<file path="src/logic/pi1_pkg.sv">
`default_nettype none

// pi1 bus definitions shared by the cores, the arbiter and the top level
package pi1_pkg;

	// data width of one bus word
	localparam int ARCHBITSZ = 16;

	// one select bit per byte of the word
	localparam int SELBITSZ = ARCHBITSZ / 8;

	// word address, byte offset bits dropped
	localparam int ADDRBITSZ = ARCHBITSZ - $clog2(SELBITSZ);

	// bus operation, encoded as on PerInt
	// PI1_RW swaps a word in one access
	// kept for bus compatibility, the cores never issue it
	typedef enum logic [1:0] {
		PI1_NOP = 2'b00,
		PI1_WR  = 2'b01,
		PI1_RD  = 2'b10,
		PI1_RW  = 2'b11
	} pi1_op_t;

endpackage

`default_nettype wire

</file>
<file path="src/logic/pu_pkg.sv">
`default_nettype none

// instruction set of the accumulator core
package pu_pkg;

	// instruction word layout
	// opcode in the top bits, operand below it
	localparam int OPCBITSZ  = 4;
	localparam int OPNDBITSZ = 12;
	localparam int INSNBITSZ = OPCBITSZ + OPNDBITSZ;

	// opcodes
	// memory operands are word addresses, zero-extended
	// codes not listed here behave as no-operation
	typedef enum logic [OPCBITSZ-1:0] {
		// acc = operand, zero-extended
		OP_LDI   = 4'h1,
		// acc = mem[operand]
		OP_LD    = 4'h2,
		// mem[operand] = acc
		OP_ST    = 4'h3,
		// acc = acc +/- mem[operand], wraps at 16 bits
		OP_ADD   = 4'h4,
		OP_SUB   = 4'h5,
		// acc = unit id, or acc plus unit id
		OP_ID    = 4'h6,
		OP_ADDID = 4'h7,
		// jumps, the conditional one tests acc against zero
		OP_JMP   = 4'h8,
		OP_JNZ   = 4'h9,
		// stop until the next reset
		OP_HALT  = 4'hf
	} pu_opcode_t;

	// core sequencer states
	typedef enum logic [1:0] {
		PU_FETCH  = 2'd0,
		PU_DECODE = 2'd1,
		PU_MEM    = 2'd2,
		PU_HALTED = 2'd3
	} pu_state_t;

endpackage

`default_nettype wire

</file>
<file path="src/logic/pi1_arbiter.sv">
`default_nettype none
`timescale 1ns/1ps

// round-robin arbiter merging PUCOUNT pi1 masters onto one slave port
// requests pass through in the same cycle, only the grant is registered
module pi1_arbiter
	import pi1_pkg::*;
#(
	parameter int PUCOUNT = 2
) (
	input  wire                                  clk_i,
	input  wire                                  reset_i,

	// master side, one entry per unit
	input  pi1_op_t [PUCOUNT-1:0]                m_op_i,
	input  wire     [PUCOUNT-1:0][ADDRBITSZ-1:0] m_addr_i,
	input  wire     [PUCOUNT-1:0][ARCHBITSZ-1:0] m_data_i,
	output logic    [PUCOUNT-1:0][ARCHBITSZ-1:0] m_data_o,
	input  wire     [PUCOUNT-1:0][SELBITSZ-1:0]  m_sel_i,
	output logic    [PUCOUNT-1:0]                m_rdy_o,

	// slave side
	output pi1_op_t                              s_op_o,
	output logic    [ADDRBITSZ-1:0]              s_addr_o,
	output logic    [ARCHBITSZ-1:0]              s_data_o,
	input  wire     [ARCHBITSZ-1:0]              s_data_i,
	output logic    [SELBITSZ-1:0]               s_sel_o,
	input  wire                                  s_rdy_i
);

	// a single master still needs a one bit grant
	localparam int GNTBITSZ = (PUCOUNT > 1) ? $clog2(PUCOUNT) : 1;

	logic [GNTBITSZ-1:0] gnt_q;
	logic [GNTBITSZ-1:0] gnt_nxt_w;
	logic                gnt_move_w;

	// granted request straight onto the slave port
	assign s_op_o   = m_op_i[gnt_q];
	assign s_addr_o = m_addr_i[gnt_q];
	assign s_data_o = m_data_i[gnt_q];
	assign s_sel_o  = m_sel_i[gnt_q];

	// rdy and read data go back to the granted master only
	// everyone else keeps waiting with rdy low
	always_comb begin
		for (int i = 0; i < PUCOUNT; i++) begin
			m_rdy_o[i]  = s_rdy_i && (gnt_q == GNTBITSZ'(i));
			m_data_o[i] = (gnt_q == GNTBITSZ'(i)) ? s_data_i : '0;
		end
	end

	// grant may only leave an idle master or one finishing its access
	// so a pending request is never cut off mid-transfer
	assign gnt_move_w = (m_op_i[gnt_q] == PI1_NOP) || s_rdy_i;

	// next requester, searching from the one after the current grant
	// the last step wraps to the current master itself
	always_comb begin
		int  idx;
		logic found;
		gnt_nxt_w = gnt_q;
		found     = 1'b0;
		for (int k = 1; k <= PUCOUNT; k++) begin
			idx = int'(gnt_q) + k;
			if (idx >= PUCOUNT) begin
				idx = idx - PUCOUNT;
			end
			if (!found && (m_op_i[idx] != PI1_NOP)) begin
				gnt_nxt_w = GNTBITSZ'(idx);
				found     = 1'b1;
			end
		end
	end

	// grant register, unit 0 first after reset
	always_ff @(posedge clk_i) begin
		if (reset_i) begin
			gnt_q <= '0;
		end else if (gnt_move_w) begin
			gnt_q <= gnt_nxt_w;
		end
	end

endmodule

`default_nettype wire

</file>
<file path="src/logic/pu.sv">
`default_nettype none
`timescale 1ns/1ps

// 16-bit accumulator core, pi1 bus master
// one bus access at a time: fetch, decode, then an optional data access
module pu
	import pi1_pkg::*;
	import pu_pkg::*;
(
	input  wire                  clk_i,
	input  wire                  reset_i,

	// pi1 master port
	output pi1_op_t              pi1_op_o,
	output logic [ADDRBITSZ-1:0] pi1_addr_o,
	output logic [ARCHBITSZ-1:0] pi1_data_o,
	input  wire  [ARCHBITSZ-1:0] pi1_data_i,
	output logic [SELBITSZ-1:0]  pi1_sel_o,
	input  wire                  pi1_rdy_i,

	// execution start address, sampled while in reset
	input  wire  [ADDRBITSZ-1:0] rstaddr_i,
	// unit id, visible to software through OP_ID and OP_ADDID
	input  wire  [ARCHBITSZ-1:0] id_i,

	output logic                 halted_o
);

	pu_state_t state_q;

	// program counter, word address
	logic [ADDRBITSZ-1:0] pc_q;
	logic [ARCHBITSZ-1:0] acc_q;

	// instruction register, loaded by the fetch
	logic [INSNBITSZ-1:0] ir_q;

	// low for one cycle after reset so the bus starts idle
	logic run_q;

	// instruction fields
	pu_opcode_t           opc_w;
	logic [OPNDBITSZ-1:0] opnd_w;
	logic [ADDRBITSZ-1:0] opnd_addr_w;
	logic [ARCHBITSZ-1:0] imm_w;

	// current access completes this cycle
	logic done_w;

	assign opc_w  = pu_opcode_t'(ir_q[INSNBITSZ-1 -: OPCBITSZ]);
	assign opnd_w = ir_q[OPNDBITSZ-1:0];

	// operand as data address and as immediate, both zero-extended
	assign opnd_addr_w = {{(ADDRBITSZ-OPNDBITSZ){1'b0}}, opnd_w};
	assign imm_w       = {{(ARCHBITSZ-OPNDBITSZ){1'b0}}, opnd_w};

	// rdy only counts while a request is on the bus
	assign done_w = (pi1_op_o != PI1_NOP) && pi1_rdy_i;

	// bus request follows the state
	// address is pc unless a data access is pending
	always_comb begin
		pi1_op_o   = PI1_NOP;
		pi1_addr_o = pc_q;
		case (state_q)
			PU_FETCH: begin
				if (run_q) begin
					pi1_op_o = PI1_RD;
				end
			end
			PU_MEM: begin
				pi1_addr_o = opnd_addr_w;
				pi1_op_o   = (opc_w == OP_ST) ? PI1_WR : PI1_RD;
			end
			default: begin
				pi1_op_o = PI1_NOP;
			end
		endcase
	end

	// store data is always the accumulator
	assign pi1_data_o = acc_q;

	// whole words only
	assign pi1_sel_o = '1;

	assign halted_o = (state_q == PU_HALTED);

	// instruction word capture on fetch completion
	always_ff @(posedge clk_i) begin
		if ((state_q == PU_FETCH) && done_w) begin
			ir_q <= pi1_data_i;
		end
	end

	// sequencer
	always_ff @(posedge clk_i) begin
		if (reset_i) begin
			state_q <= PU_FETCH;
			pc_q    <= rstaddr_i;
			acc_q   <= '0;
			run_q   <= 1'b0;
		end else begin
			run_q <= 1'b1;
			case (state_q)
				PU_FETCH: begin
					// wait for the instruction word, then step past it
					if (done_w) begin
						pc_q    <= pc_q + 1'b1;
						state_q <= PU_DECODE;
					end
				end
				PU_DECODE: begin
					state_q <= PU_FETCH;
					case (opc_w)
						OP_LDI: begin
							acc_q <= imm_w;
						end
						OP_LD, OP_ADD, OP_SUB, OP_ST: begin
							// needs a data access first
							state_q <= PU_MEM;
						end
						OP_ID: begin
							acc_q <= id_i;
						end
						OP_ADDID: begin
							acc_q <= acc_q + id_i;
						end
						OP_JMP: begin
							pc_q <= opnd_addr_w;
						end
						OP_JNZ: begin
							if (acc_q != '0) begin
								pc_q <= opnd_addr_w;
							end
						end
						OP_HALT: begin
							state_q <= PU_HALTED;
						end
						default: begin
							// unknown code, nothing to do
							state_q <= PU_FETCH;
						end
					endcase
				end
				PU_MEM: begin
					// read data is valid in the rdy cycle
					if (done_w) begin
						case (opc_w)
							OP_LD: begin
								acc_q <= pi1_data_i;
							end
							OP_ADD: begin
								acc_q <= acc_q + pi1_data_i;
							end
							OP_SUB: begin
								acc_q <= acc_q - pi1_data_i;
							end
							default: begin
								// store, memory already updated
								acc_q <= acc_q;
							end
						endcase
						state_q <= PU_FETCH;
					end
				end
				PU_HALTED: begin
					// parked until reset
					state_q <= PU_HALTED;
				end
				default: begin
					state_q <= PU_FETCH;
				end
			endcase
		end
	end

endmodule

`default_nettype wire

</file>
<file path="src/logic/multipu.sv">
`default_nettype none
`timescale 1ns/1ps

// cluster of PUCOUNT accumulator cores sharing one pi1 slave port
// unit 0 boots at rstaddr_i, the others at rstaddr2_i
// each unit sees id_i plus its index as its id
module multipu
	import pi1_pkg::*;
#(
	// 1 to 4 units
	parameter int PUCOUNT = 2
) (
	input  wire                  clk_i,
	input  wire                  reset_i,

	// pi1 port towards memory
	output pi1_op_t              pi1_op_o,
	output logic [ADDRBITSZ-1:0] pi1_addr_o,
	output logic [ARCHBITSZ-1:0] pi1_data_o,
	input  wire  [ARCHBITSZ-1:0] pi1_data_i,
	output logic [SELBITSZ-1:0]  pi1_sel_o,
	input  wire                  pi1_rdy_i,

	// start addresses
	input  wire  [ADDRBITSZ-1:0] rstaddr_i,
	input  wire  [ADDRBITSZ-1:0] rstaddr2_i,

	// id of unit 0
	input  wire  [ARCHBITSZ-1:0] id_i,

	// one bit per unit
	output logic [PUCOUNT-1:0]   halted_o
);

	// per-unit bus between the cores and the arbiter
	pi1_op_t [PUCOUNT-1:0]                m_op_w;
	logic    [PUCOUNT-1:0][ADDRBITSZ-1:0] m_addr_w;
	logic    [PUCOUNT-1:0][ARCHBITSZ-1:0] m_wdata_w;
	logic    [PUCOUNT-1:0][ARCHBITSZ-1:0] m_rdata_w;
	logic    [PUCOUNT-1:0][SELBITSZ-1:0]  m_sel_w;
	logic    [PUCOUNT-1:0]                m_rdy_w;

	pi1_arbiter #(
		.PUCOUNT (PUCOUNT)
	) arbiter_i (
		.clk_i    (clk_i),
		.reset_i  (reset_i),
		.m_op_i   (m_op_w),
		.m_addr_i (m_addr_w),
		.m_data_i (m_wdata_w),
		.m_data_o (m_rdata_w),
		.m_sel_i  (m_sel_w),
		.m_rdy_o  (m_rdy_w),
		.s_op_o   (pi1_op_o),
		.s_addr_o (pi1_addr_o),
		.s_data_o (pi1_data_o),
		.s_data_i (pi1_data_i),
		.s_sel_o  (pi1_sel_o),
		.s_rdy_i  (pi1_rdy_i)
	);

	for (genvar gen_idx = 0; gen_idx < PUCOUNT; gen_idx++) begin : genpu
		pu pu_i (
			.clk_i      (clk_i),
			.reset_i    (reset_i),
			.pi1_op_o   (m_op_w[gen_idx]),
			.pi1_addr_o (m_addr_w[gen_idx]),
			.pi1_data_o (m_wdata_w[gen_idx]),
			.pi1_data_i (m_rdata_w[gen_idx]),
			.pi1_sel_o  (m_sel_w[gen_idx]),
			.pi1_rdy_i  (m_rdy_w[gen_idx]),
			// only unit 0 uses the primary start address
			.rstaddr_i  ((gen_idx == 0) ? rstaddr_i : rstaddr2_i),
			.id_i       (id_i + ARCHBITSZ'(gen_idx)),
			.halted_o   (halted_o[gen_idx])
		);
	end

endmodule

`default_nettype wire

</file>
<file path="config.mk">
export PLATFORM = sky130hd
export DESIGN_NAME = multipu
export DESIGN_NICKNAME = d
export VERILOG_FILES = /design/src/logic/pi1_pkg.sv /design/src/logic/pu_pkg.sv /design/src/logic/pi1_arbiter.sv /design/src/logic/pu.sv /design/src/logic/multipu.sv
export SDC_FILE = /design/constraint.sdc
export NUM_CORES = 1
export LEC_CHECK = 0
export BUFFER_PORTS_ARGS = -buffer_cell sky130_fd_sc_hd__buf_2
export CORE_MARGIN = 2
export CORE_UTILIZATION = 48
export CTS_CLUSTER_DIAMETER = 30
export DETAILED_ROUTE_END_ITERATION = 8
export HOLD_SLACK_MARGIN = 0.06
export PLACE_DENSITY = 0.64
export SYNTH_ARGS = -nofsm -noshare
export SYNTH_HDL_FRONTEND = slang
export SYNTH_SLANG_ARGS = --single-unit
</file>
<file path="constraint.sdc">
create_clock -name clk_i -period 5.2 [get_ports clk_i]
set_input_delay 0.26 -clock clk_i [delete_from_list [all_inputs] [get_ports clk_i]]
set_output_delay 0.26 -clock clk_i [all_outputs]
set_load 0.01 [all_outputs]
</file>
Yosys cells after proc, flatten, opt, wreduce, memory -nomap -nowiden:

Cells that the tools add are included.

* muxes and demuxes: 54
* order comparisons: 5
* bitwise logic cells: 1
* add/subtract/negate cells: 13
* reduce and logical (&&, ||, !) cells: 32
* equality and inequality tests: 40

Operators with widths (count)
* 16-bit case mux with 3 select lines: 4
* 15-bit 2-to-1 mux: 10
* 15-bit case mux with 2 select lines: 4
* 16-bit 2-to-1 mux: 6
* 16-bit adder: 4
* 32-bit by 3-bit >= comparator with 1-bit output, second input constant: 2
* 32-bit by 3-bit less-than comparator with 1-bit output, second input constant: 2
* 32-bit 2-to-1 mux: 2
* 16-bit case mux with 2 select lines: 2
* 32-bit by 3-bit subtractor with 32-bit output, second input constant: 2
* 4-bit by 3-bit == test with 1-bit output, second input constant: 8
* 2-bit 2-to-1 mux: 16
* 16-bit nonzero test: 2
* 16-bit subtractor: 2
* 15-bit by 1-bit adder with 15-bit output, second input constant: 2
* 4-bit == test, second input constant: 6
* 16-bit by 1-bit adder with 16-bit output, second input constant: 1
* 4-bit by 2-bit == test with 1-bit output, second input constant: 4
* 4-bit by 3-bit inequality test with 1-bit output, second input constant: 4
* 2-bit case mux with 2 select lines: 4
* 2-bit case mux with 4 select lines: 2
* 4-bit AND reduction: 4
* 2-bit nonzero test: 7
* 2-bit == test, second input constant: 4
* 18 further kinds: 41

* output and inout port bits: 37
* input port bits: 65
* logic and storage cells: 155
* flip-flop bits (word level): 100

Logic depth before layout (Yosys ltp):

* word-level depth: 12
* mapped depth: 19
* depth with buffers taken out: 16

By module:

Synthesis repeated with hierarchy kept, for this count alone.

* cells, all modules: 1320
* area, all modules: 10849.2 sq um

Modules (own cells, without submodules)
* pu (genpu[1].pu_i): cells each 590, area each 4917.2 sq um, times used 1, sequential area each 1311.3 sq um
* pu (genpu[0].pu_i): cells each 603, area each 4899.7 sq um, times used 1, sequential area each 1311.3 sq um
* pi1_arbiter: cells each 84, area each 734.5 sq um, times used 1, sequential area each 20.0 sq um
* multipu: cells each 43, area each 297.8 sq um, times used 1, sequential area each 0.0 sq um

Worst setup path before layout:

OpenSTA, ideal clock, no wires.

* path type: reg-to-reg
* start: register arbiter_i.gnt_q
* end: register genpu[0].pu_i.acc_q[13]
* path buffers: 3
* data required time: 5.088 ns
* stages on the path, launching flop included: 16
* setup time: 0.112 ns
* arrival time: 3.858 ns
* clock period less this slack: 3.970 ns
* slack: 1.230 ns
* cell sequence: dfxtp_1 > clkbuf_1 > clkbuf_1 > clkbuf_1 > nand2b_1 > ha_1 > a21oi_1 > ha_1 > nor2b_1 > o31a_1 > o22a_2 > a2111o_1 > o31ai_4 > a2bb2oi_2 > o311ai_1 > a2111oi_1

* word-level cells in the longest chain between the ends: 5
* elaborated cells between the ends (all ways): 11
* classes of those cells: add/sub: 2; eq/ne: 1; mux: 4; bitwise: 1; reduce/logical: 3

Ends and longest elaborated chain
* from (decl): RTL line pi1_arbiter.sv:34 `logic [GNTBITSZ-1:0] gnt_q;`
* from (signal assigned): RTL line pi1_arbiter.sv:81 `gnt_q <= gnt_nxt_w;`
* 16-bit 2-to-1 mux or 1-bit inverter (tied branches): RTL line pi1_arbiter.sv:49, pi1_arbiter.sv:48
* 16-bit subtractor, or another cell as far along: RTL line pu.sv:157 `acc_q <= acc_q - pi1_data_i;`
* 16-bit case mux with 3 select lines or 1-bit logical AND (tied branches): RTL line pu.sv:149, pu.sv:58
* 16-bit 2-to-1 mux or 2-bit by 1-bit inequality test with 1-bit output (tied branches)
* 16-bit case mux with 2 select lines or 4-bit AND reduction (tied branches)
* to (signal assigned): RTL line pu.sv:151 `acc_q <= pi1_data_i;`
* to (signal assigned): RTL line pu.sv:157
* to (signal assigned): RTL line pu.sv:161 `acc_q <= acc_q;`
* to (decl): RTL line pu.sv:33 `logic [ARCHBITSZ-1:0] acc_q;`

Several ways; a longest one is shown, not always the timed one. The select of a mux whose other input is x is not followed.
A chain may end at the register's enable or synchronous reset.

Worst setup path after layout:

* start: register genpu[0].pu_i.ir_q[13]
* end: register genpu[0].pu_i.acc_q[14]

* word-level cells in the longest chain between the ends: 7
* elaborated cells between the ends (all ways): 19
* classes of those cells: eq/ne: 10; mux: 6; reduce/logical: 3

Ends and longest elaborated chain
* from (decl): RTL line pu.sv:36 `logic [INSNBITSZ-1:0] ir_q;`
* from (signal assigned): RTL line pu.sv:92 `ir_q <= pi1_data_i;`
* 4-bit by 2-bit == test with 1-bit output: RTL line pu.sv:73 `pi1_op_o = (opc_w == OP_ST) ? PI1_WR : PI1_RD;`
* 2-bit 2-to-1 mux: RTL line pu.sv:73
* 2-bit case mux with 2 select lines: RTL line pu.sv:65 `case (state_q)`
* 2-bit nonzero test: RTL line pu.sv:58 `assign done_w = (pi1_op_o != PI1_NOP) && pi1_rdy_i;`
* 1-bit logical AND: RTL line pu.sv:58
* 2-bit by 1-bit inequality test with 1-bit output (no line)
* 4-bit AND reduction (no line)
* to (signal assigned): RTL line pu.sv:117 `acc_q <= imm_w;`
* to (signal assigned): RTL line pu.sv:124 `acc_q <= id_i;`
* to (signal assigned): RTL line pu.sv:127 `acc_q <= acc_q + id_i;`

Several ways; a longest one is shown, not always the timed one. The select of a mux whose other input is x is not followed.

==> impl_metrics.csv <==
group,metric,value,unit
status,status,"finished clean",
floorplan,dieWidth,150,um
timing,fin_setup_tns,0,ns
clock_network,clk_latency,0.36,ns
floorplan,fp.dieArea,0.0225,sq mm
logic_synthesis,synth_common_cells,"nand2_1 (135), a21oi_1 (116), nor2_1 (100)",
placed_design,dpl.hpwl,26700,um
clock_network,cts_tree,"done",
logic_synthesis,ys_ff_latch,100,
min_path,holdPathEnd,"genpu[1].pu_i.pc_q[8]",
logic_synthesis,synth_most_common_cell,"nand2_1",
cells_and_area,final_util,53.6,%
grt,grt_pass1_wl,52400,um
logic_synthesis,syn-cell-area,0.0102,sq mm
setup_path,r2r_end,"genpu[0].pu_i.pi1_data_o[14]",
setup_path,rr_worst_depth,14,
setup_path,endpoint_kind,"register",
logic_synthesis,synth_edf_count,62,
logic_synthesis,seq_area_frac_synth,25.6,%
power,powerDensity,400,mW/mm^2
timing,maxSlewViolCount,0,
logic_synthesis,yosysWarnings,0,
floorplan,core-area,0.0210,sq mm
logic_synthesis,ys_types,76,
timing,hold_viol_final,0,
clock_network,clkSlewWorstSetupHoldPaths,0.08,ns
cells_and_area,syn2layout_area_growth,10.0,%
timing,rsz0062_at_grt,"false",
logic_synthesis,syn_avg_cell_area,7.91,sq um
cells_and_area,fillCellCount,2041,
drt,drt_wl_total,34600,um
logic_synthesis,synth_ff_type,"edfxtp_1",
floorplan,design.portCount,102,
timing,fmax,237,MHz
drt,vias,10100,
setup_path,worst_ep_arrival_time,4.47,ns
clock_network,cts_buffer_depth,2,
drt,antenna_left,0,
setup_path,critPathLaunchType,"register",
grt,grt_pass1_vias,9224,
drt,via_per_inst,6.18,
setup_path,r2r-start,"genpu[0].pu_i.ir_q[13]",
timing,period_minus_slack,4.22,ns
floorplan,initial_core_util,48.8,%
logic_synthesis,synth.area.top_cells,"edfxtp_1 (18%), ha_1 (9.3%), dfxtp_1 (7.4%)",
min_path,hold_path_depth,3,
setup_path,cp_data_required_time,5.45,ns
setup_path,crit_type,"register to register",
clock_network,numClockSinks,100,
grt,grt_max_degree,50,
logic_synthesis,synth_cells,1295,
timing,finalClockSkew,0.00976,ns
drt,drt_first_pass_iters,5,
flow_run,cap_violations,0,
clock_network,post-cts-setup-buffers,0,
power,irDropWorstVdd,0.000185,V
logic_synthesis,async_flop_share,0,%
logic_synthesis,synth_largest_area_cell,"edfxtp_1",
grt,grt_use_total,30.4,%
clock_network,root_buffer,"clkbuf_16",
clock_network,htreeDepth,3,
clock_network,cts-buffers-inserted,9,
cells_and_area,drive_gt1_share,11.6,%
clock_network,postCtsHoldBufs,0,
timing,max_slew.worst_pin.slew,0.989,ns
placed_design,io_buffers,99,
clock_network,cts_resized,0,
timing,fin_crit_sh,81.1,%
power,p_leak,4.57,nW
grt,antenna_found_initial,1,
timing,setup_viol,0,
floorplan,rows,53,
cells_and_area,layout.nets,1498,
drt,first_iter_violations,957,
drt,drc,0,
floorplan,die_y,150,um
placed_design,gp_congestion,0.940,
min_path,worstHoldPathType,"input port to register",
setup_path,r2r_setup_slack,0.98,ns
grt,overflow,0,
drt,post_drt_wl_per_cell,21.2,um
logic_synthesis,yosys.area.top_type_share,18.2,%
min_path,hp-start,"rstaddr2_i[8]",
timing,slew_headroom,34.1,%
setup_path,crit_fanout,13,
cells_and_area,fin_cells,1634,
placed_design,dp_cells,1617,
-- how the worst max path moves through the flow --
| stage | from | depth (start not counted) | endpoint |
|---|---|---|---|
| finish | genpu[0].pu_i.ir_q[13] | 14 | genpu[0].pu_i.pi1_data_o[14] |
| CTS | genpu[0].pu_i.ir_q[13] | 14 | genpu[0].pu_i.pi1_data_o[14] |
| detailed placement | genpu[0].pu_i.ir_q[13] | 14 | genpu[0].pu_i.pi1_data_o[14] |
| global placement | genpu[0].pu_i.ir_q[13] | 14 | genpu[0].pu_i.pi1_data_o[14] |
| global route | genpu[0].pu_i.ir_q[13] | 14 | genpu[0].pu_i.pi1_data_o[14] |
| floorplan | arbiter_i.gnt_q | 15 | genpu[0].pu_i.pi1_data_o[13] |
-- per-stage QoR --
stage	hold slack [ns]	power, mW	setup WS [ns]	instance area [sq um]
finish	0.176	4.51	0.983	11300
global route	0.177	4.83	0.571	11300
CTS	0.171	4.48	1.01	11300
detailed placement	0.490	3.72	1.08	11000
global placement	0.483	3.70	1.08	11000
floorplan	0.451	3.03	1.23	10300
-- per-layer routing --
metal  part of all wire [%]  GRT usage (%)  vias to the layer above  wire, um
met2                     45           49.3                      413     15600
met5                      0              0                        -         0
li1                       -              -                     4881         -
met4                    2.4           8.82                        0       817
met1                     45           42.1                     4744     15500
met3                    7.6           4.67                       53      2640
-- cell families (layout without fill, tap and decap cells) --
family,after synthesis,in the layout,synth area share [%]
AND/OR/NAND/NOR,437,437,20.6
AO/OA/AOI/OAI,410,410,26.0
buffers and inverters,122,184,4.65
XOR/XNOR,108,108,9.23
flip-flops,100,100,25.6
adder cells (fa/ha/maj),80,80,10.1
multiplexers,37,37,3.81
other,1,3,0.0366
-- registers in the layout, summed over array words and instances, names as in the netlist --
signal	cells
genpu.pu_i.state_q	4
genpu.pu_i.pc_q	30
arbiter_i.gnt_q	1
genpu.pu_i.pi1_data_o	32
genpu.pu_i.run_q	1
genpu.pu_i.ir_q	32
-- power breakdown --
group / switching, mW / total, mW / internal, mW
combinational: 1.47 / 2.49 / 1.03
sequential: 0.234 / 1.26 / 1.02
clock: 0.337 / 0.761 / 0.424
total: 2.04 / 4.51 / 2.47
-- placed cells by master, fill, tap and decap left out, types with 5 or more instances in the layout --
cell type | Yosys | routed
a211oi_1 | 30 | 30
a221oi_1 | 13 | 13
ha_1 | 76 | 74
a21o_1 | 18 | 18
a2111oi_0 | 7 | 7
and2_1 | 8 | 8
o21ai_0 | 92 | 90
buf_2 | 3 | 99
o31ai_1 | 6 | 6
or3_1 | 11 | 11
o21a_1 | 9 | 9
clkbuf_16 | 0 | 9
nor3_1 | 30 | 28
a22o_1 | 9 | 9
nor2_1 | 100 | 100
nand4_1 | 13 | 13
inv_1 | 49 | 49
nand2b_1 | 18 | 18
dfxtp_1 | 38 | 37
a221o_1 | 5 | 5
mux2i_1 | 21 | 21
nand3_1 | 42 | 42
a21oi_1 | 116 | 116
and3_1 | 15 | 15
a22oi_1 | 7 | 7
o211ai_1 | 25 | 25
nor2b_1 | 29 | 29
nor3b_1 | 15 | 15
edfxtp_1 | 62 | 62
nand2_1 | 135 | 135
buf_4 | 4 | 18
o21bai_1 | 8 | 8
xor2_1 | 40 | 40
xnor2_1 | 68 | 68
a31oi_1 | 21 | 21
mux2_2 | 16 | 16
-- area by class of cell --
type                            instances  area (sq um)  share of cell area, %
Clock buffer                           10           229                   2.03
Inverter                               51           191                   1.70
Timing Repair Buffer                  117           631                   5.59
Sequential cell                       100          2620                   23.3
Antenna cell                            1          2.50                 0.0222
Multi-Input combinational cell       1074          7170                   63.6
Tap cell                              275           344                   3.05
Clock inverter                          6          86.3                  0.766
-- worst max-delay path, cell delays in order (launching register included) --
cell and delay, ns:
edfxtp_1 0.54, nor3b_1 0.25, buf_4 0.23, nand2_1 0.23, nor2_1 0.16, a21oi_1 0.08, fa_1 0.44, a21oi_1 0.19
o21ai_0 0.14, a2111oi_0 0.78, or3_1 0.24, a41oi_1 0.16, a31oi_1 0.24, xor2_1 0.09, a2111oi_0 0.34
Note: power is estimated with default switching activity, not from simulation.
